## src/common/sd_pkg.sv

```systemverilog
package sd_pkg;

	localparam int id_clk_div = 250;       // sys_clk cycles per slow sd_clk period
	localparam int ms_ticks = 400;         // slow periods per ms
	localparam int rsp_timeout_ticks = 80; // bit times before giving up on a response
	localparam int ncc_ticks = 15;         // idle bits after CMD0
	localparam int data_timeout_ms = 2;
	localparam int block_bytes = 512;

	typedef logic [5:0] cmd_index_t;
	typedef logic [31:0] cmd_arg_t;
	typedef logic [45:0] rsp_short_t;  // index/arg/crc/end, no start bits
	typedef logic [15:0] rca_t;
	typedef logic [31:0] block_addr_t;
	typedef logic [7:0] sd_byte_t;

	typedef enum logic {tx_idle, tx_send} cmd_tx_state_t;

	typedef enum logic [1:0] {rx_idle, rx_hunt, rx_shift, rx_trail} cmd_rx_state_t;

	typedef enum logic [1:0] {dr_idle, dr_hunt, dr_shift, dr_trail} dat_rx_state_t;

	// one state per command, plus the non-command waits
	typedef enum logic [3:0] {
		cs_cmd0,
		cs_ncc,
		cs_cmd8,
		cs_app41,
		cs_acmd41,
		cs_cmd2,
		cs_cmd3,
		cs_cmd7,
		cs_app6,
		cs_acmd6,
		cs_ready,
		cs_cmd17,
		cs_read,
		cs_halt
	} ctrl_state_t;

	typedef enum logic [1:0] {ph_issue, ph_cmd, ph_rsp} ctrl_phase_t;

endpackage

```

## src/sd_cmd/sd_cmd_tx.sv

```systemverilog
`timescale 1ns/1ps

module sd_cmd_tx (
	input  logic sys_clk,
	input  logic rst,
	input  logic fall_tick,
	input  logic cmd_start,
	input  sd_pkg::cmd_index_t cmd_index,
	input  sd_pkg::cmd_arg_t cmd_arg,
	output logic cmd_done,
	output logic cmd_oe,
	output logic cmd_out
);

	sd_pkg::cmd_tx_state_t state;
	logic [39:0] frame;  // start, transmission, index, argument
	logic [6:0] crc;
	logic [5:0] bit_cnt;
	logic crc_fb;

	assign crc_fb = frame[39] ^ crc[6];

	always_ff @(posedge sys_clk)
	begin
		if (rst)
		begin
			state <= sd_pkg::tx_idle;
			bit_cnt <= '0;
			cmd_done <= 1'b0;
			cmd_oe <= 1'b0;
			cmd_out <= 1'b1;
		end
		else
		begin
			cmd_done <= 1'b0;
			case (state)
				sd_pkg::tx_idle:
					if (cmd_start)
					begin
						frame <= {2'b01, cmd_index, cmd_arg};
						crc <= '0;
						bit_cnt <= '0;
						state <= sd_pkg::tx_send;
					end
				sd_pkg::tx_send:
					if (fall_tick)
					begin
						bit_cnt <= bit_cnt + 1'b1;
						if (bit_cnt == 6'd48)
						begin
							cmd_oe <= 1'b0;  // last bit has had its full period
							cmd_out <= 1'b1;
							cmd_done <= 1'b1;
							state <= sd_pkg::tx_idle;
						end
						else if (bit_cnt < 6'd40)
						begin
							cmd_oe <= 1'b1;
							cmd_out <= frame[39];
							frame <= {frame[38:0], 1'b0};
							crc <= {crc[5:0], crc_fb} ^ {3'b000, crc_fb, 3'b000};  // x^7+x^3+1
						end
						else if (bit_cnt < 6'd47)
						begin
							cmd_out <= crc[6];
							crc <= {crc[5:0], 1'b0};
						end
						else
							cmd_out <= 1'b1;  // end bit
					end
				default:
					state <= sd_pkg::tx_idle;
			endcase
		end
	end

endmodule

```

## config.mk

```make
export PLATFORM = sky130hd
export DESIGN_NAME = sd_cmd_tx
export DESIGN_NICKNAME = d
export VERILOG_FILES = /design/src/common/sd_pkg.sv /design/src/sd_cmd/sd_cmd_tx.sv
export SDC_FILE = /design/constraint.sdc
export NUM_CORES = 1
export LEC_CHECK = 0
export BUFFER_PORTS_ARGS = -buffer_cell sky130_fd_sc_hd__buf_2
export CAP_MARGIN = 15
export CORE_MARGIN = 2
export CORE_UTILIZATION = 59
export CTS_CLUSTER_SIZE = 8
export DETAILED_ROUTE_END_ITERATION = 10
export PLACE_DENSITY = 0.84
export SLEW_MARGIN = 20
export SYNTH_ARGS = -nofsm -noshare
export SYNTH_HDL_FRONTEND = slang
export SYNTH_SLANG_ARGS = --single-unit
```

## constraint.sdc

```tcl
create_clock -name sys_clk -period 9.1 [get_ports sys_clk]
set_clock_uncertainty 0.15 [all_clocks]
set_input_delay 0.91 -clock sys_clk [delete_from_list [all_inputs] [get_ports sys_clk]]
set_output_delay 0.91 -clock sys_clk [all_outputs]
set_load 0.02 [all_outputs]
```

==> impl_metrics.env <==
export IMPL_cts_num_sinks=57
export IMPL_hold_viol=0
export IMPL_tns_ns=0
export IMPL_place_area_um2=2700
export IMPL_ys_types=33
export IMPL_async_flop_share_pct=0
export IMPL_grt_max_degree=59
export IMPL_path_max_fanout=58
export IMPL_synth_top_cell_area_share_pct=57.5
export IMPL_hold_depth=2
export IMPL_syn_avg_cell_area_um2=14.7
export IMPL_yosys_area_share_simple_pct=8.16
export IMPL_cp_required_ns=8.99
export IMPL_grt_setup_unrepaired="false"
export IMPL_p_int_mw=0.459
export IMPL_cts_tree="built"
export IMPL_clkPwrFrac_pct=39.6
export IMPL_antenna_found_initial=0
export IMPL_layout_area_overhead_vs_synth_pct=19.5
export IMPL_tightest_slew_ns=0.667
export IMPL_post_route_util_pct=73.3
export IMPL_ctsLongestPathBuffers=2
export IMPL_cap_violations=0
export IMPL_grtUsageTotal_pct=22.6
export IMPL_cp_start_kind="register"
export IMPL_design_area_um2=2930
export IMPL_die_y_um=68.5
export IMPL_rows=23
export IMPL_synth_xor_area_share_pct=1.07
export IMPL_max_clock_freq_mhz=425
export IMPL_crit_type="reg2reg"
export IMPL_synth_seq_area_share_pct=65.7
export IMPL_viasPerCell=5.67
export IMPL_ys_seq_elements=57
export IMPL_num_antenna_cells=0
export IMPL_outcome="completed"
export IMPL_ys_flop_type="edfxtp_1"
export IMPL_synth_edf_count=47
export IMPL_initialDrtViolationCount=178
export IMPL_numCtsBuffers=9
export IMPL_vdd_drop_max_mv=0.155
export IMPL_switching_share_pct=21.7
export IMPL_place_gp_congestion=0.949
export IMPL_synth_mux_area_share_pct=17.4
export IMPL_synth_top_family_by_area="multiplexers"
export IMPL_synth_compound_area_share_pct=4.54
export IMPL_setup_worst_path_end_class="register"
export IMPL_io_pins=45
export IMPL_fin_nets=258
export IMPL_p_seq_share_pct=52.7
export IMPL_setup_viol=0
export IMPL_clock_tree_root_cell="clkbuf_8"
export IMPL_syn_inst=167
export IMPL_fin_crit_sh_pct=25.8
export IMPL_drv_slew=0
export IMPL_synth_nets=211
export IMPL_synth_adder_area_share_pct=1.02
export IMPL_cts_resized=0
export IMPL_overflow=0
export IMPL_insertion_delay_ns=0.34
export IMPL_grt_pass1_vias=1543
export IMPL_wl_per_cell_um=17.4
export IMPL_hp_class="reg2reg"
export IMPL_powerDensity_nw_per_um2=200
export IMPL_initial_core_util_pct=61.3
export IMPL_drcViolationCount=0
export IMPL_dpl_hpwl_um=3020
export IMPL_timing_hold_ws_ns=0.322
export IMPL_cts_setup_buffers=0
export IMPL_core_area_um2=4000
export IMPL_period_minus_slack_ns=2.35
export IMPL_finalWorstSetupSlack_ns=6.75
export IMPL_design_die_area_um2=4690
export IMPL_pwr_share_comb_pct=7.7
export IMPL_drt_first_pass_iters=5
export IMPL_vias=1525
export IMPL_die_w_um=68.5
export IMPL_netlist_area_um2=2450
export IMPL_ff2ff_path_depth=3
export IMPL_power_switching_mw=0.128
export IMPL_slew_headroom_pct=55.5
export IMPL_yosys_top_cells_area="edfxtp_1 58%, mux2_2 17%, dfxtp_1 8.2%"
export IMPL_grt_pass1_wl_um=7190
export IMPL_yosysTopAreaCell="edfxtp_1"
export IMPL_postRouteAntennaNets=0
export IMPL_postRouteWirelength_um=4670
export IMPL_holdBufCountCts=0
export IMPL_ctsHtreeMaxLevel=3
export IMPL_drive_gt1_share_pct=45.2
export IMPL_yosys_warnings=0
export IMPL_critical_path_arrival_ns=2.24
export IMPL_portBuffers=44
export IMPL_clk_pin_slew_ns=0.07
export IMPL_p_leak_nw=1.07
export IMPL_post_place_ws_ns=6.05
## layout make-up
cell class / count / area (µm²)
inverters: 2 / 7.51
flip-flops and latches: 57 / 1620
repair buffers: 45 / 248
clock buffers: 13 / 149
multi-input cells: 99 / 807
well taps: 50 / 62.6
clock inverters: 3 / 42.5
fillers: 252 / 1070
## per-stage QoR
| stage | std cells | total power [mW] |
|---|---|---|
| 2_1_floorplan | 167 | 0.341 |
| 3_3_place_gp | 252 | 0.354 |
| 3_5_place_dp | 252 | 0.358 |
| 4_1_cts | 268 | 0.588 |
| 5_1_grt | 269 | 0.608 |
| 6_report | 269 | 0.587 |
## worst max-delay path: stages, from the launching register on
cell	delay, ns
dfxtp_4	0.76
nand3_1	0.32
a21oi_4	0.55
buf_16	0.25
## synth_stat cells, types with 2 or more instances
cell and n:
xnor2_1 2, nor2_1 6, nor2b_1 4, a21oi_1 7, nand2_1 6, mux2_2 37
and3_1 2, dfxtp_1 10, and2_1 7, nand3_1 3, nor3_1 3, inv_1 2
nand2b_1 4, ha_1 2, edfxtp_1 47, buf_2 5, o21ai_0 3, clkbuf_1 2
## flip-flops by register name, summed over array words and instances (netlist names)
name / cells
cmd_out: 1
bit_cnt: 6
frame: 40
state: 1
cmd_oe: 1
cmd_done: 1
crc: 7
## metal layers
layer,global-route usage [%],part of all wire [%]
met5,0,0
met4,15.0,2.7
met3,6.91,5.7
met2,35.7,52
met1,26.5,39
## cell families after synthesis
logic type / Yosys count
flops: 57
mux: 38
simple gates: 38
compound gates: 18
buf+inv: 11
xor+xnor: 3
fa+ha+maj: 2
## placed cells by master, fill, tap and decap left out, drive strengths merged, types with 3 or more instances in the layout
| cell type | n |
|---|---|
| nor2 | 6 |
| and2 | 7 |
| nor3 | 3 |
| nand2 | 6 |
| nand3 | 3 |
| nor2b | 4 |
| dfxtp | 10 |
| mux2 | 37 |
| edfxtp | 47 |
| o21ai | 4 |
| nand2b | 4 |
| a21oi | 7 |
| buf | 45 |
| clkbuf | 13 |
## power by group through the flow
stage	logic (mW)	clock network, mW	registers [mW]
2_1_floorplan	0.0321	0	0.309
3_3_place_gp	0.0398	0	0.314
3_5_place_dp	0.0429	0	0.315
4_1_cts	0.0433	0.235	0.310
5_1_grt	0.0494	0.248	0.311
6_report	0.0451	0.233	0.309
## final timing paths
kind | from | end | slack (ns)
worst max register to register | state$_SDFF_PP0_ | frame[32]$_DFFE_PP_ | 6.75
worst min-delay path | cmd_out$_SDFFE_PP1P_ | cmd_out$_SDFFE_PP1P_ | 0.32
worst max-delay path | state$_SDFF_PP0_ | frame[32]$_DFFE_PP_ | 6.75
worst min register to register | cmd_out$_SDFFE_PP1P_ | cmd_out$_SDFFE_PP1P_ | 0.32
(Power assumes the default switching activity.)
