## src/common/sd_pkg.sv

```systemverilog
package sd_pkg;

	localparam int id_clk_div = 250;       // sys_clk cycles per slow sd_clk period
	localparam int ms_ticks = 400;         // slow periods per ms
	localparam int rsp_timeout_ticks = 80; // bit times before giving up on a response
	localparam int ncc_ticks = 15;         // idle bits after CMD0
	localparam int data_timeout_ms = 2;
	localparam int block_bytes = 512;

	typedef logic [5:0] cmd_index_t;
	typedef logic [31:0] cmd_arg_t;
	typedef logic [45:0] rsp_short_t;  // index/arg/crc/end, no start bits
	typedef logic [15:0] rca_t;
	typedef logic [31:0] block_addr_t;
	typedef logic [7:0] sd_byte_t;

	typedef enum logic {tx_idle, tx_send} cmd_tx_state_t;

	typedef enum logic [1:0] {rx_idle, rx_hunt, rx_shift, rx_trail} cmd_rx_state_t;

	typedef enum logic [1:0] {dr_idle, dr_hunt, dr_shift, dr_trail} dat_rx_state_t;

	// one state per command, plus the non-command waits
	typedef enum logic [3:0] {
		cs_cmd0,
		cs_ncc,
		cs_cmd8,
		cs_app41,
		cs_acmd41,
		cs_cmd2,
		cs_cmd3,
		cs_cmd7,
		cs_app6,
		cs_acmd6,
		cs_ready,
		cs_cmd17,
		cs_read,
		cs_halt
	} ctrl_state_t;

	typedef enum logic [1:0] {ph_issue, ph_cmd, ph_rsp} ctrl_phase_t;

endpackage

```

## src/sd_cmd/sd_cmd_rx.sv

```systemverilog
`timescale 1ns/1ps

module sd_cmd_rx (
	input  logic sys_clk,
	input  logic rst,
	input  logic rise_tick,
	input  logic rsp_start,
	input  logic rsp_long,
	input  logic cmd_in,
	output logic rsp_done,
	output logic rsp_timeout,
	output sd_pkg::rsp_short_t rsp_short
);

	sd_pkg::cmd_rx_state_t state;
	sd_pkg::rsp_short_t shift;  // long responses keep only the tail
	logic [7:0] cnt;
	logic [7:0] last_bit;
	logic long_rsp;
	logic seen_zero;

	assign last_bit = long_rsp ? 8'd133 : 8'd45;

	always_ff @(posedge sys_clk)
	begin
		if (rst)
		begin
			state <= sd_pkg::rx_idle;
			cnt <= '0;
			long_rsp <= 1'b0;
			seen_zero <= 1'b0;
			rsp_done <= 1'b0;
			rsp_timeout <= 1'b0;
		end
		else
		begin
			rsp_done <= 1'b0;
			case (state)
				sd_pkg::rx_idle:
					if (rsp_start)
					begin
						long_rsp <= rsp_long;
						rsp_timeout <= 1'b0;
						seen_zero <= 1'b0;
						cnt <= '0;
						state <= sd_pkg::rx_hunt;
					end
				sd_pkg::rx_hunt:
					if (rise_tick)
					begin
						if (seen_zero && !cmd_in)  // start and transmission bits
						begin
							cnt <= '0;
							state <= sd_pkg::rx_shift;
						end
						else if (cnt == sd_pkg::rsp_timeout_ticks - 1)
						begin
							rsp_timeout <= 1'b1;
							rsp_done <= 1'b1;
							state <= sd_pkg::rx_idle;
						end
						else
						begin
							cnt <= cnt + 1'b1;
							seen_zero <= !cmd_in;
						end
					end
				sd_pkg::rx_shift:
					if (rise_tick)
					begin
						shift <= {shift[44:0], cmd_in};
						cnt <= (cnt == last_bit) ? 8'd0 : cnt + 1'b1;
						if (cnt == last_bit)
							state <= sd_pkg::rx_trail;
					end
				sd_pkg::rx_trail:
					if (rise_tick)
					begin
						// 8 idle bits before the next command may go out
						if (cnt == 8'd7)
						begin
							rsp_short <= shift;
							rsp_done <= 1'b1;
							state <= sd_pkg::rx_idle;
						end
						else
							cnt <= cnt + 1'b1;
					end
				default:
					state <= sd_pkg::rx_idle;
			endcase
		end
	end

endmodule

```

## config.mk

```make
export PLATFORM = sky130hd
export DESIGN_NAME = sd_cmd_rx
export DESIGN_NICKNAME = d
export VERILOG_FILES = /design/src/common/sd_pkg.sv /design/src/sd_cmd/sd_cmd_rx.sv
export SDC_FILE = /design/constraint.sdc
export NUM_CORES = 1
export LEC_CHECK = 0
export BUFFER_PORTS_ARGS = -buffer_cell sky130_fd_sc_hd__buf_2
export CELL_PAD_IN_SITES_DETAIL_PLACEMENT = 1
export CELL_PAD_IN_SITES_GLOBAL_PLACEMENT = 2
export CORE_MARGIN = 2
export CORE_UTILIZATION = 30
export DETAILED_ROUTE_END_ITERATION = 10
export PLACE_DENSITY_LB_ADDON = 0.1
export SYNTH_ARGS = -nofsm -noshare
export SYNTH_HDL_FRONTEND = slang
export SYNTH_SLANG_ARGS = --single-unit
```

## constraint.sdc

```tcl
create_clock -name sys_clk -period 7.4 [get_ports sys_clk]
set_clock_uncertainty 0.15 [all_clocks]
set_input_delay 0.74 -clock sys_clk [delete_from_list [all_inputs] [get_ports sys_clk]]
set_output_delay 0.74 -clock sys_clk [all_outputs]
set_load 0.05 [all_outputs]
```

==> results <==
- The die is approximately 110 microns wide.
- The wire length on met3 is between 200 and 250 microns.
- After Yosys synthesis, XOR and XNOR cells account for less than 1% of the synthesized area.
- The remaining antenna violation count is 0.
- The count of max-cap constraint violations is 0.
- The startpoint-to-endpoint class of the critical path is reg2reg.
- Entering global routing, the biggest net connects 47 pins.
- The layout overhead on the synthesized area is 21.39%.
- Buffers added to address setup during post-CTS repair amount to 0.
- Setup repair after global routing left no endpoint under its margin.
- The tree is rooted in a clkbuf_16.
- The quantity of gates resized following cts is 0.
- The detailed-router iteration count before antenna repair is 4.
- The number of slew-limit violations in the final report is 0.
- Once the floorplan was initialized, standard cells occupied a little under a third of the core.
- After synthesis, the netlist uses 33 different library cells.
- Synthesis produced a netlist with a net count of between 150 and 200.
- Headroom to the max-slew limit came out at 54.84%.
- A synthesized cell averages ~19 sq um.
- The sequential-to-total area share from yosys stat is a little over four fifths.
- In the global route stage, overall resource usage came out at 10.55%.
- In this run the number of H-tree levels came out at 3.
- At the end of routability-driven placement, the weighted congestion stood at 0.6790.
- The highest clock frequency the design can meet is 383.6 MHz.
- The vias per cell is ~4.6.
- The nature of the critical path startpoint is a flop.
- Clock tree synthesis inserted a total of 9 buffers.
- The highest fanout seen on the critical path is 46.
- The count of vias placed by the detailed router is around 1.8k.
- The portion of synthesized area spent on multiplexers is less than 1%.
- The die covers between 0.01 and 0.015 sq mm.
- The basic-gate share of the synthesized area counting and, or, nand and nor cells is just under 9%.
- For this block, wires on met1 add up to between 3000 and 4000 microns.
- The signal on the critical path passes through ha_1 -> nor4bb_1 -> nand4_1 -> nor3b_2 -> buf_4.
- The number of hold buffers added after CTS is 0.
- In the routed design, unresolved DRC markers number 0.
- For this design, the sink count on the clock tree is approximately 110.
- After detailed routing, the total wire length is about 6300 microns.
- The longest clock path from root to sink contains 2 buffers.
- Setup violations remaining at the end of the flow were counted as 0.
- For the worst setup path, the data arrival time is roughly 2.4 ns.
- The number of primary I/O pins is 54.
- The tightest min-delay check is of the reg2reg type.
- The via count of the first global-routing pass was 1,861.
- The number of DRC markers after the initial detailed-route iteration is 100.
- The multi-input combinational cells in the finished layout cover a total of roughly 540 sq um.
- The port buffer count is 53.
- The slowest library cell on the worst path is buf_4.
- Yosys mapped a number of flops with a built-in enable equal to roughly 90.
- Fill cells in the final layout number around 1.2k.
- The clock period could shrink to around 2.6 ns.
- The final count of hold timing violations was 0.
- The fraction of layout cells with a size suffix above 1 is a little under a third.
- The highest cell delay on the worst timing path is between 0.5 and 0.6 ns.
- Routed signal wires occupy layers up through met4.
- The peak supply drop is 0.0001506 V.
- Synthesis produced 190 cells.
- The final net count is 261.
- The clock-pin slew of the registers on the worst-case setup and hold paths is 0.07 ns.
- In the final layout, flip-flops and latches occupy 0.003043 sq mm.
- The minimum hold slack is 0.2761 ns.
- The antenna diode count is 0.
- The period utilization is between 30% and 40%.
- The total overflow left after global routing is 0.
- The TritonCTS clock tree is yes.
- The clock reaches the later pin of the worst-skew pair after 0.34 ns.
- The data required time at the worst endpoint is between 7 and 8 ns.
- The initial antenna violation count is 0.
- Once placement completed, the tool counted placed cells totaling ~380.
- The leakage power figure is ~0.0014 uW.
- The largest family of logic cells by synthesized area is simple AND/OR/NAND/NOR gates.
- The flip-flop and latch count after synthesis is 106.
- The transition time at the pin with the least slew margin is a little under 0.7 ns.
- The most used flip-flop cell after synthesis is edfxtp_1.
- The die is around 110 microns tall.
- The utilization after layout is between 30% and 40%.
- The synthesis warning total is 0.
- The compound-gate portion of the synthesized area is under 10%.
- In this run the power density over the cells is approximately 270 mW/mm^2.
- The global-route wire length before repair is roughly 10,000 microns.
- The run finished with clean final reports.
- The total area inside the core boundary comes to 0.01156 sq mm.
- The adder-cell share of the synthesized area is between 1 and 1.5%.
- Wire segments on met2 add up to 2731 microns in the final route.
- Summed over all nets, the half-perimeter wirelength after detailed placement is a little under 4000 microns.
- The kind of capture point of the worst setup path is a flop.
- The floorplan has 39 rows.
- The post-synthesis async set-or-reset flop share is 0%.
- The non-filler instance count after layout is 400.
- After detailed routing, the average wire length per cell comes to roughly 16 microns.
- In the final timing run, aggregate negative setup slack is 0 ns.
- Summing every instance area after synthesis gives approximately 0.0036 sq mm.
## flip-flops by register name, summed over array words and instances (netlist names), named ones only
name,flops
rsp_done,1
rsp_short,46
shift,46
rsp_timeout,1
seen_zero,1
long_rsp,1
state,1
cnt,8
## layout by cell type, fill, tap and decap left out, drive strengths merged, types with 4 or more instances in the layout
cell type / netlist / layout
clkbuf: 2 / 9
a21oi: 10 / 10
nand2: 7 / 7
o21ai: 4 / 4
edfxtp: 92 / 92
nor2: 9 / 9
nor3: 6 / 6
dfxtp: 14 / 14
nand3: 4 / 4
nand4: 5 / 5
or3: 4 / 4
nor4bb: 4 / 4
inv: 2 / 6
buf: 2 / 55
## synthesized netlist by cell type (2+ instances only)
library cell   n  share of area (%)
nand3_1        4               0.56
nor4bb_1       4                1.1
clkbuf_1       2               0.21
edfxtp_1      92                 77
ha_1           3                1.0
buf_2          2               0.28
nor2_1         9               0.94
o31ai_1        2               0.42
inv_1          2               0.21
nand4_1        5               0.87
dfxtp_1       14                7.8
o21ai_0        4               0.56
xnor2_1        3               0.73
a21oi_1       10                1.4
nor3b_1        2               0.42
or3_1          4               0.70
and2_4         2               0.49
nand2_1        7               0.73
nor3_1         5               0.70
## final timing paths
path / slack [ns] / start / cells past startpoint / to
max: 4.79 / cnt[0] / 5 / rsp_short[42]
min: 0.28 / shift[45] / 0 / rsp_short[45]
max reg2reg: 4.79 / cnt[0] / 5 / rsp_short[42]
min reg2reg: 0.28 / shift[45] / 0 / rsp_short[45]
## critical path, delay by kind of cell, from the launching register on
| kind | cells | cell delay (ns) |
|---|---|---|
| and+or+nand+nor | 3 | 0.87 |
| DFF | 1 | 0.46 |
| buffers and inverters | 1 | 0.52 |
| adders and majority gates | 1 | 0.21 |
## routing by layer
layer	global-route usage [%]	up-vias
met2	14.53	42
li1	-	868
met3	2.550	10
met1	15.40	919
met5	0	-
met4	5.610	0
## report_power, final
group,total [uW],switching [uW],internal (uW)
registers,646,4.83,641
clock network,491,222,269
logic,18.5,11.0,7.45
## cell families after synthesis
group                    count (synthesis)
AO/OA/AOI/OAI                           20
XOR/XNOR                                 3
AND/OR/NAND/NOR                         51
multiplexers                             1
adder cells (fa/ha/maj)                  3
flip-flops                             106
buffers and inverters                    6
## stage by stage
stage	cell area (sq um)	worst slack (ns)	total power (uW)
after global routing	4359	4.426	1201
after detailed placement	4053	4.768	678.8
after floorplan	3591	1.280	671.5
final	4359	4.793	1155
after CTS	4359	4.738	1174
after global placement	4053	4.825	679.1
## layout make-up
cell class	instances	share of cell area (%)
Clock buffer	9	5.166
Clock inverter	7	1.866
Inverter	2	0.1722
Multi-Input combinational cell	78	12.46
Sequential cell	106	69.80
Tap cell	143	4.104
Timing Repair Buffer	55	6.429
(Power assumes the default switching activity.)
