===== config.mk =====
export PLATFORM = sky130hd
export DESIGN_NAME = sd_dat_rx
export DESIGN_NICKNAME = d
export VERILOG_FILES = /design/src/common/sd_pkg.sv /design/src/sd_dat/sd_dat_rx.sv
export SDC_FILE = /design/constraint.sdc
export NUM_CORES = 1
export LEC_CHECK = 0
export ABC_CLOCK_PERIOD_IN_PS = 2900
export CAP_MARGIN = 20
export CORE_ASPECT_RATIO = 0.9
export CORE_MARGIN = 4
export CORE_UTILIZATION = 40
export CTS_CLUSTER_SIZE = 40
export DETAILED_ROUTE_END_ITERATION = 12
export DONT_BUFFER_PORTS = 1
export HOLD_SLACK_MARGIN = 0.05
export PLACE_DENSITY = 0.64
export SETUP_SLACK_MARGIN = 0.1
export SLEW_MARGIN = 20
export SYNTH_ARGS = -nofsm -noshare
export SYNTH_HDL_FRONTEND = slang
export SYNTH_SLANG_ARGS = --single-unit

===== constraint.sdc =====
create_clock -name sys_clk -period 2.9 [get_ports sys_clk]
set_clock_uncertainty 0.1 [all_clocks]
set_input_delay 0.58 -clock sys_clk [delete_from_list [all_inputs] [get_ports sys_clk]]
set_output_delay 0.58 -clock sys_clk [all_outputs]
set_load 0.005 [all_outputs]

===== src/common/sd_pkg.sv =====
package sd_pkg;

	localparam int id_clk_div = 250;       // sys_clk cycles per slow sd_clk period
	localparam int ms_ticks = 400;         // slow periods per ms
	localparam int rsp_timeout_ticks = 80; // bit times before giving up on a response
	localparam int ncc_ticks = 15;         // idle bits after CMD0
	localparam int data_timeout_ms = 2;
	localparam int block_bytes = 512;

	typedef logic [5:0] cmd_index_t;
	typedef logic [31:0] cmd_arg_t;
	typedef logic [45:0] rsp_short_t;  // index/arg/crc/end, no start bits
	typedef logic [15:0] rca_t;
	typedef logic [31:0] block_addr_t;
	typedef logic [7:0] sd_byte_t;

	typedef enum logic {tx_idle, tx_send} cmd_tx_state_t;

	typedef enum logic [1:0] {rx_idle, rx_hunt, rx_shift, rx_trail} cmd_rx_state_t;

	typedef enum logic [1:0] {dr_idle, dr_hunt, dr_shift, dr_trail} dat_rx_state_t;

	// one state per command, plus the non-command waits
	typedef enum logic [3:0] {
		cs_cmd0,
		cs_ncc,
		cs_cmd8,
		cs_app41,
		cs_acmd41,
		cs_cmd2,
		cs_cmd3,
		cs_cmd7,
		cs_app6,
		cs_acmd6,
		cs_ready,
		cs_cmd17,
		cs_read,
		cs_halt
	} ctrl_state_t;

	typedef enum logic [1:0] {ph_issue, ph_cmd, ph_rsp} ctrl_phase_t;

endpackage


===== src/sd_dat/sd_dat_rx.sv =====
`timescale 1ns/1ps

module sd_dat_rx (
	input  logic sys_clk,
	input  logic rst,
	input  logic rise_tick,
	input  logic ms_tick,
	input  logic dat_start,
	input  logic [3:0] dat_in,
	output logic dat_done,
	output logic dat_timeout,
	output logic data_valid,
	output sd_pkg::sd_byte_t data_byte
);

	sd_pkg::dat_rx_state_t state;
	logic [$clog2(2 * sd_pkg::block_bytes)-1:0] cnt;  // nibbles, then trailing bits
	logic [$clog2(sd_pkg::data_timeout_ms + 1)-1:0] ms_cnt;
	logic [3:0] high_nib;

	always_ff @(posedge sys_clk)
	begin
		if (rst)
		begin
			state <= sd_pkg::dr_idle;
			cnt <= '0;
			ms_cnt <= '0;
			dat_done <= 1'b0;
			dat_timeout <= 1'b0;
			data_valid <= 1'b0;
		end
		else
		begin
			dat_done <= 1'b0;
			data_valid <= 1'b0;
			case (state)
				sd_pkg::dr_idle:
					if (dat_start)
					begin
						dat_timeout <= 1'b0;
						ms_cnt <= '0;
						cnt <= '0;
						state <= sd_pkg::dr_hunt;
					end
				sd_pkg::dr_hunt:
					if (rise_tick && dat_in == 4'h0)  // start bit on all four lines
						state <= sd_pkg::dr_shift;
					else if (ms_tick)
					begin
						if (ms_cnt == sd_pkg::data_timeout_ms - 1)
						begin
							dat_timeout <= 1'b1;
							dat_done <= 1'b1;
							state <= sd_pkg::dr_idle;
						end
						else
							ms_cnt <= ms_cnt + 1'b1;
					end
				sd_pkg::dr_shift:
					if (rise_tick)
					begin
						cnt <= cnt + 1'b1;
						if (!cnt[0])
							high_nib <= dat_in;  // high nibble first
						else
						begin
							data_byte <= {high_nib, dat_in};
							data_valid <= 1'b1;
						end
						if (cnt == 2 * sd_pkg::block_bytes - 1)
							state <= sd_pkg::dr_trail;  // cnt wraps to 0 here
					end
				sd_pkg::dr_trail:
					if (rise_tick)
					begin
						// crc16 per line and the end bit, not checked
						if (cnt == 16)
						begin
							dat_done <= 1'b1;
							state <= sd_pkg::dr_idle;
						end
						else
							cnt <= cnt + 1'b1;
					end
				default:
					state <= sd_pkg::dr_idle;
			endcase
		end
	end

endmodule


==> run metrics, run 1 <==
Via-to-Cell Ratio=5.43; share of the synthesized area in the top cell type=roughly 27%; Initial Util=42.5%; initial DRC count=50; WL met2=~1.2 mm; fin crit share=69.2%; clock latency on the worst-skew pair=approximately 280 ps; GRT Util Overall=a little over an eighth; post-CTS sizing=0; H-tree levels=2; clk buf depth=2; worst-path fanout max=14; Seq/Total Area, Yosys=between 50% and 60%; # Max-Cap Violations=0; I/O pins=20; leak pwr=roughly 0.46 nW; Root Driver=clkbuf_8; core area=around 0.0031 mm²; WP data arrival=roughly 1800 ps; global-route wire length before repair=roughly 4.2 mm; Worst setup EP type=flip-flop; dpl cell area=roughly 0.0014 mm²; Rows=19; kind of critical path=reg -> reg; P&R area growth vs syn=12.7%; Cell Pwr Density=around 640 mW/mm²; Syn Inst Count=roughly 120; die width=just under 70 µm; postcts setup bufs=0; reg2reg path depth=2; setup TNS=0 ps; wl on met1=~1.2 mm; GRT overflow=0; Required @ worst endpoint=around 2700 ps; max frequency=~0.5 GHz; Num CTS Buffers=5; Pins Over Slew Limit=0; CTS tree=done; DR vias=a little over 900; number of synthesized register bits=29; dpl hpwl=roughly 1.9 mm; diodes inserted=0; Hold Path Cell Cnt=1; synthesized area per cell=roughly 11 µm²; post-synth top area cell=edfxtp_1; WL/cell=15.2 µm; Net Count, Synth=between 100 and 150; Worst-Margin Slew=about 720 ps; Rel. slew slack=51.5%; WL final=2.55 mm; layout cell share with drive strength beyond 1=between 10% and 20%; library cells used by synthesis=38; DRC viols=0; Post-synth EDFFs=12; Final setup viols=0; Worst-path clk slew=around 60 ps; global placer's final weighted congestion=0.887; antenna viol nets, final=0; Tmin final=~2000 ps; nets=~140; largest net degree at the start of global routing=16; most common cell in the netlist=dfxtp_1; CP Launch Type=flip-flop; Async SR Flop Fraction=0%; status=finished clean; die height=~63 µm; Port Buf Inserts=0; worst vdd ir=~0.32 mV; top cells by area, synth=edfxtp_1 (27%), dfxtp_1 (26%), xnor2_1 (4.6%), a2111oi_4 (4.2%), ha_1 (2.8%); Min-Delay Path Class=in -> reg; DR pass1 iterations=4; Post-Syn Area=0.00133 mm²; highest routed layer=met4; final hold violation count=0; area of the die=approximately 0.0043 mm²; clock sink count=29; met3 WL=roughly 120 µm; vias in the first global route=890; top_reg_cell synth=dfxtp_1; RSZ-0062 raised after global routing=false; Synth Warn #=0; Post-CTS Hold Buffers=0; Synth top cells by count=dfxtp_1 (17), edfxtp_1 (12), nor2_1 (9); initial antenna violation count=0; Worst R2R Setup Slack=slightly below 900 ps; Non-Filler Cell Area, Final=~0.0015 mm²
## final timing paths
kind,from,endpoint
min reg2reg,high_nib[1],data_byte[5]
min,rst,cnt[0]
max,flip-flop,high_nib[1]
max reg2reg,flip-flop,high_nib[1]
## cell type report
type,count,area [µm²]
clock inverters,3,65.1
repair buffers,2,15.0
well taps,42,52.6
fillers,282,1620
multi-input cells,80,564
clock buffers,5,68.8
flip-flops and latches,29,701
inverters,7,26.3
## worst max-delay path: stages (launching register included)
cell and delay [ps]:
dfxtp_1 490, nand2_1 390, nor4_1 660
## metrics by stage
stage	util [%]	cells	worst slack [ps]	hold slack [ps]	power [mW]
2_1_floorplan	-	121	618	300	0.466
5_1_grt	47.9	168	710	254	0.983
6_report	47.9	168	892	262	0.953
3_5_place_dp	43.6	160	877	314	0.470
4_1_cts	47.9	168	873	257	0.962
3_3_place_gp	43.6	160	944	305	0.468
## layout by cell type, fill, tap and decap left out, drive strengths merged, types with 2 or more instances in the layout
| master | count |
|---|---|
| ha | 3 |
| a2111oi | 2 |
| nand3 | 6 |
| bufinv | 2 |
| dfxtp | 17 |
| nand2 | 7 |
| a21oi | 6 |
| o21ai | 3 |
| nor4 | 4 |
| clkbuf | 5 |
| buf | 2 |
| a211oi | 3 |
| nor2 | 10 |
| inv | 7 |
| edfxtp | 12 |
| nor4b | 4 |
| xnor2 | 7 |
| nor2b | 3 |
| or3 | 3 |
| nand4 | 2 |
## report_power, final
group          switching, mW  internal, mW  total, mW
Sequential           0.00574         0.426      0.432
Clock                  0.151         0.341      0.492
Combinational         0.0166        0.0124     0.0289
Total                  0.173         0.779      0.953
## sequential cells by signal, indices dropped and copies added (netlist names), named ones only
| register | cells |
|---|---|
| data_byte | 8 |
| cnt | 10 |
| state | 1 |
| high_nib | 4 |
| dat_done | 1 |
| ms_cnt | 2 |
| data_valid | 1 |
| dat_timeout | 1 |
## kinds of logic (layout without fill, tap and decap cells)
family	after synthesis	count (layout)	share of synthesized area, %
compound gates	24	24	15.8
xor+xnor	7	7	4.63
fa+ha+maj	3	3	2.83
buf+inv	12	17	4.53
flops	29	29	52.9
simple gates	46	46	19.4
## routing by layer
layer | up-vias | track usage [%]
li1 | 456 | -
met1 | 431 | 16.3
met2 | 18 | 19.9
met3 | 7 | 5.04
met4 | 0 | 5.21
met5 | - | 0
No activity file was read; power rests on OpenSTA's default activity.
==> inputs of run 2 (changes only) <==
--- a/config.mk
+++ b/config.mk
@@ -5,7 +5,8 @@
 export SDC_FILE = /design/constraint.sdc
 export NUM_CORES = 1
 export LEC_CHECK = 0
-export ABC_CLOCK_PERIOD_IN_PS = 2900
+export ABC_AREA = 1
+export ABC_CLOCK_PERIOD_IN_PS = 1800
 export CAP_MARGIN = 20
 export CORE_ASPECT_RATIO = 0.9
 export CORE_MARGIN = 4
@@ -14,7 +15,7 @@
 export DETAILED_ROUTE_END_ITERATION = 12
 export DONT_BUFFER_PORTS = 1
 export HOLD_SLACK_MARGIN = 0.05
-export PLACE_DENSITY = 0.64
+export PLACE_DENSITY = 0.66
 export SETUP_SLACK_MARGIN = 0.1
 export SLEW_MARGIN = 20
 export SYNTH_ARGS = -nofsm -noshare
==> constraint.sdc (replaced) <==
create_clock -name sys_clk -period 1.8 [get_ports sys_clk]
set_clock_uncertainty 0.1 [all_clocks]
set_input_delay 0.36 -clock sys_clk [delete_from_list [all_inputs] [get_ports sys_clk]]
set_output_delay 0.36 -clock sys_clk [all_outputs]
set_load 0.005 [all_outputs]
==> run 2 against run 1 <==
Net effect: area after synthesis increased by 12%; critical path depth increased by 6; via count increased by 30%; global-route usage increased by 1.3 points; clock power increased by 32%; sequential share of layout area decreased by 5.7 points; core utilization increased by 1.0 points; combinational power increased to 5.5 times the previous value; power increased by 59%; largest cell class unchanged; highest routed layer unchanged.
==> run metrics, run 2 <==
layout cell share with drive strength beyond 1=between 10% and 20%; final hold violation count=0; register share of total power=between 40% and 50%; CP Launch Type=flip-flop; Post-Syn Area=approximately 0.0015 mm²; DRC viols=0; placed cells=around 220; total power=about 1.5 mW; largest net degree at the start of global routing=16; worst vdd ir=between 0.6 and 0.7 mV; Largest Register=cnt; die width=around 72 µm; post-synth top area cell=edfxtp_1; Pins Over Slew Limit=0; Net Count, Synth=about 190; clk buf depth=2; Critical path origin=cnt[1]; library cells used by synthesis=33; CTS tree=done; Final Util=49.0%; WP data arrival=1670 ps; Worst setup EP type=flip-flop; share of the synthesized area in the top cell type=about 24%; I/O pins=20; Levels on crit path=8; WL final=~3 mm; H-tree levels=2; Crit-path slowest cell=dfxtp_1; Non-Filler Cell Area, Final=around 0.0017 mm²; Top Family by Delay on Critical Path=simple AND/OR/NAND/NOR gates; max frequency=roughly 0.64 GHz; most frequent cells in the layout=nand2_1 (41), nor2_1 (21), dfxtp_1 (16); biggest regs=cnt (10), data_byte (8), high_nib (4); # Max-Cap Violations=0; Cell Pwr Density=about 890 mW/mm²; slowest cell delay on critical path=a little over 400 ps; Rel. slew slack=60.3%; core area=approximately 0.0035 mm²; dpl hpwl=2.16 mm; setup TNS=0 ps; # fillers=317; reg2reg path depth=8; GRT overflow=0; status=finished clean; Synth top cells by count=nand2_1 (41), nor2_1 (21), dfxtp_1 (17); initial DRC count=24; worst-path cell chain=ha_2 -> nand2_1 -> nor2_2 -> nand2_1 -> xor2_1 -> nor2_1 -> nand2_1 -> a21oi_2; Worst-Margin Slew=~600 ps; Final setup viols=0; internal power=approximately 1.2 mW; power share of the clock group=42.7%; P&R area growth vs syn=14.8%; top_reg_cell synth=dfxtp_1; Via-to-Cell Ratio=around 5; Required @ worst endpoint=roughly 1900 ps; RSZ-0062 raised after global routing=false; final std cells w/o fill=231; Post-Place Worst Slack=around 190 ps; worst setup path endpoint=cnt[8]; Tmin final=around 1600 ps; Root Driver=clkbuf_8; clock latency on the worst-skew pair=between 200 and 300 ps; Seq/Total Area, Yosys=between 40% and 50%; most common cell after layout, fill and taps aside=nand2_1; Crit path buffers/inverters=0; top cells by area, synth=edfxtp_1 (24%), dfxtp_1 (23%), nand2_1 (10%), nor2_1 (5.3%), a21oi_1 (4.4%); WL/cell=roughly 13 µm; Worst R2R Setup Slack=~240 ps; initial antenna violation count=0; Initial Util=between 40% and 50%; antenna viol nets, final=0; switching part of the total=23.7%; clock sink count=29; reg-to-reg endpoint=cnt[8]; vias in the first global route=1,109; max reg flops=10; DR pass1 iterations=4; Num CTS Buffers=5; GRT Util Overall=14.3%; leak pwr=0.570 nW; global placer's final weighted congestion=slightly below 0.9; HP Start=dat_in[1]; Gate power share=10.5%; DR vias=approximately 1,200; Async SR Flop Fraction=0%; area of the die=about 0.0047 mm²; kind of critical path=reg -> reg; Worst-path clk slew=around 60 ps; Post-synth EDFFs=12; worst-path fanout max=4; most used cell, CP=nand2_1; global-route wire length before repair=about 5.1 mm; nets=about 200; setup ws final=~240 ps; Syn Inst Count=between 150 and 200; synthesized area per cell=between 8 and 9 µm²; Min Hold Slack=roughly 70 ps; dpl cell area=between 0.0015 and 0.002 mm²; die height=65.8 µm; Port Buf Inserts=0; NetSw=0.358 mW; diodes inserted=0; most common cell in the netlist=nand2_1; Min-Delay Path Class=in -> reg; Rows=20; worst reg2reg startpoint=cnt[1]; fin crit share=between 80% and 90%; Synth Warn #=0; number of synthesized register bits=29
-- run 2: changes by cell type after synthesis, moves of 4 or more --
cell	before	now
nand2_2	0	4
a21oi_1	6	13
inv_2	0	5
xnor2_1	7	1
nor4b_1	4	0
nand2_1	7	41
inv_1	7	12
xor2_1	0	5
nor2_1	9	21
-- run 2: worst reg2reg max path: stages, from the launching register on --
cell and delay (ps):
dfxtp_1 410, ha_2 240, nand2_1 80, nor2_2 130, nand2_1 100, xor2_1 150, nor2_1 90, nand2_1 70
a21oi_2 110
-- run 2: what timing repair did --
action,CTS,global route
endpoints found under the hold margin,13,6
hold buffers,1,4
setup buffers,0,0
setup endpoints to repair,0,10
gates resized for setup,0,3
-- run 2: cell type report --
type | instances | area (µm²) | area share (%)
multi-input combinational | 125 | 702 | 41.2
inverter | 18 | 72.6 | 4.26
timing repair buffer | 7 | 65.1 | 3.82
tap | 44 | 55.1 | 3.23
sequential | 29 | 702 | 41.2
clock buffer | 6 | 72.6 | 4.26
clock inverter | 2 | 33.8 | 1.98
-- run 2: logic make-up after synthesis --
| family | after synthesis | share of synthesized area [%] |
|---|---|---|
| adders and majority gates | 3 | 2.53 |
| AOI/OAI and AO/OA | 22 | 8.94 |
| DFF | 29 | 47.2 |
| xor gates and xnor gates | 6 | 3.54 |
| buffers and inverters | 22 | 6.07 |
| and+or+nand+nor | 94 | 31.7 |
-- run 2: power groups by stage --
stage	combinational [mW]	sequential, mW	clock (mW)
CTS	0.152	0.707	0.664
global route	0.178	0.708	0.703
detailed placement	0.144	0.721	0
global placement	0.142	0.721	0
floorplan	0.140	0.709	0
finish	0.159	0.708	0.647
-- run 2: metal layers --
metal	vias to the layer above	GRT usage [%]	wire, µm
li1	598	-	-
met1	543	16.4	1370
met2	37	22.6	1390
met3	4	7.45	203
met4	0	5.63	41
met5	-	0	0
-- run 2: worst min-delay path by stage --
stage	to	slack (ps)	cells past startpoint
4_1_cts	data_byte[2]	60	0
6_report	high_nib[1]	70	0
3_5_place_dp	data_byte[5]	300	0
2_1_floorplan	data_byte[4]	300	0
5_1_grt	high_nib[1]	50	0
3_3_place_gp	data_byte[7]	300	0
==> inputs of run 3 (changes only) <==
--- a/config.mk
+++ b/config.mk
@@ -8,7 +8,7 @@
 export ABC_AREA = 1
 export ABC_CLOCK_PERIOD_IN_PS = 1800
 export CAP_MARGIN = 20
-export CORE_ASPECT_RATIO = 0.9
+export CORE_ASPECT_RATIO = 0.7
 export CORE_MARGIN = 4
 export CORE_UTILIZATION = 40
 export CTS_CLUSTER_SIZE = 40
==> run 3 against run 2 <==
Net effect: combinational power is 3% lower; sequential power barely moved; routed wire length rose by 1.9%; die area rose by 0.31%; cell count increased by 1.3%; cell area increased by 0.22%; sequential cell count is the same; critical path depth rose by 1.
==> run metrics, run 3 (same netlist as run 2, synthesis figures left out) <==
status=finished clean; core area=about 0.0035 mm²; Top Family by Delay on Critical Path=simple AND/OR/NAND/NOR gates; global-route wire length before repair=between 5 and 6 mm; switching part of the total=a little under a quarter; Post-Place Worst Slack=~190 ps; NetSw=0.376 mW; Rows=18; fin crit share=86.8%; Tmin final=1560 ps; worst-path cell chain=inv_2 -> ha_1 -> nand2_1 -> nor2_2 -> nand4_4 -> nand2_2 -> nor2_4 -> nand2_1 -> a21oi_1; DR vias=roughly 1,200; # Max-Cap Violations=0; Cell Pwr Density=978 mW/mm²; Min-Delay Path Class=in -> reg; vias in the first global route=1,101; Final Util=roughly half; leak pwr=~0.58 nW; total power=1.67 mW; power share of the clock group=slightly below 50%; Root Driver=clkbuf_8; dpl hpwl=between 2 and 2.5 mm; clk buf depth=2; slowest cell delay on critical path=approximately 380 ps; H-tree levels=2; most used cell, CP=nand2_1; clock sink count=29; Required @ worst endpoint=1910 ps; Worst setup EP type=flip-flop; P&R area growth vs syn=15.0%; Gate power share=9.3%; Largest Register=cnt; max reg flops=10; Final setup viols=0; area of the die=approximately 0.0048 mm²; initial antenna violation count=0; GRT overflow=0; most common cell after layout, fill and taps aside=nand2_1; Via-to-Cell Ratio=roughly 5.0; die height=59.0 µm; Initial Util=between 40% and 50%; global placer's final weighted congestion=a little over 0.9; register share of total power=a little over two fifths; CTS tree=done; most frequent cells in the layout=nand2_1 (41), nor2_1 (21), dfxtp_1 (15); kind of critical path=reg -> reg; antenna viol nets, final=0; Crit-path slowest cell=dfxtp_2; largest net degree at the start of global routing=16; setup TNS=0 ps; Pins Over Slew Limit=0; initial DRC count=70; Port Buf Inserts=0; final hold violation count=0; biggest regs=cnt (10), data_byte (8), high_nib (4); Num CTS Buffers=5; WP data arrival=approximately 1700 ps; Worst-Margin Slew=around 600 ps; CP Launch Type=flip-flop; GRT Util Overall=approximately 15%; layout cell share with drive strength beyond 1=between 20% and 30%; die width=around 81 µm; diodes inserted=0; WL final=3.07 mm; clock latency on the worst-skew pair=roughly 280 ps; I/O pins=20; worst-path fanout max=7; Crit path buffers/inverters=1; worst vdd ir=approximately 0.54 mV; placed cells=approximately 220; max frequency=approximately 0.64 GHz; WL/cell=around 13 µm; Rel. slew slack=60.3%; internal power=~1.3 mW; RSZ-0062 raised after global routing=false; final std cells w/o fill=234; Worst-path clk slew=about 70 ps; setup ws final=~240 ps; nets=roughly 200; DR pass1 iterations=4; DRC viols=0
run 3: what timing repair did:
item                       in CTS  in global routing
setup buffers                   0                  0
gates resized for setup         0                  4
setup endpoints to repair       0                 13
hold buffers                    1                  1
hold endpoints to repair       13                  1
run 3: path summary, 6_finish.rpt:
| kind | startpoint | endpoint | slack (ps) | depth (start not counted) |
|---|---|---|---|---|
| hold reg to reg | high_nib[0] | data_byte[4] | 320 | 0 |
| hold / removal | dat_in[0] | data_byte[0] | 70 | 0 |
| setup / recovery | cnt[0] | cnt[4] | 240 | 9 |
| setup reg to reg | cnt[0] | cnt[4] | 240 | 9 |
run 3: cell type report:
| class | instances | area (µm²) |
|---|---|---|
| clock inverters | 3 | 65.1 |
| fillers | 348 | 1830 |
| inverters | 18 | 72.6 |
| repair buffers | 4 | 35.0 |
| flip-flops and latches | 29 | 703 |
| clock buffers | 5 | 68.8 |
| well taps | 50 | 62.6 |
| multi-input cells | 125 | 699 |
run 3: per-layer routing:
layer | routed length, µm | vias up | track usage [%]
met2 | 1290 | 27 | 21.3
met3 | 180 | 5 | 5.05
met4 | 62 | 0 | 8.43
met1 | 1540 | 549 | 19.7
li1 | - | 591 | -
met5 | 0 | - | 0
run 3: power by group through the flow:
stage / combinational [mW] / sequential [mW] / clock [mW]
2_1_floorplan: 0.140 / 0.709 / 0
3_3_place_gp: 0.141 / 0.720 / 0
3_5_place_dp: 0.144 / 0.720 / 0
4_1_cts: 0.152 / 0.706 / 0.824
5_1_grt: 0.173 / 0.708 / 0.852
6_report: 0.154 / 0.707 / 0.808
run 3: metrics by stage:
stage | hold WS, ps | cell area [µm²]
2_1_floorplan | 300 | 1490
3_3_place_gp | 304 | 1550
3_5_place_dp | 309 | 1550
5_1_grt | 56.8 | 1710
4_1_cts | 52.2 | 1690
6_report | 72.9 | 1710
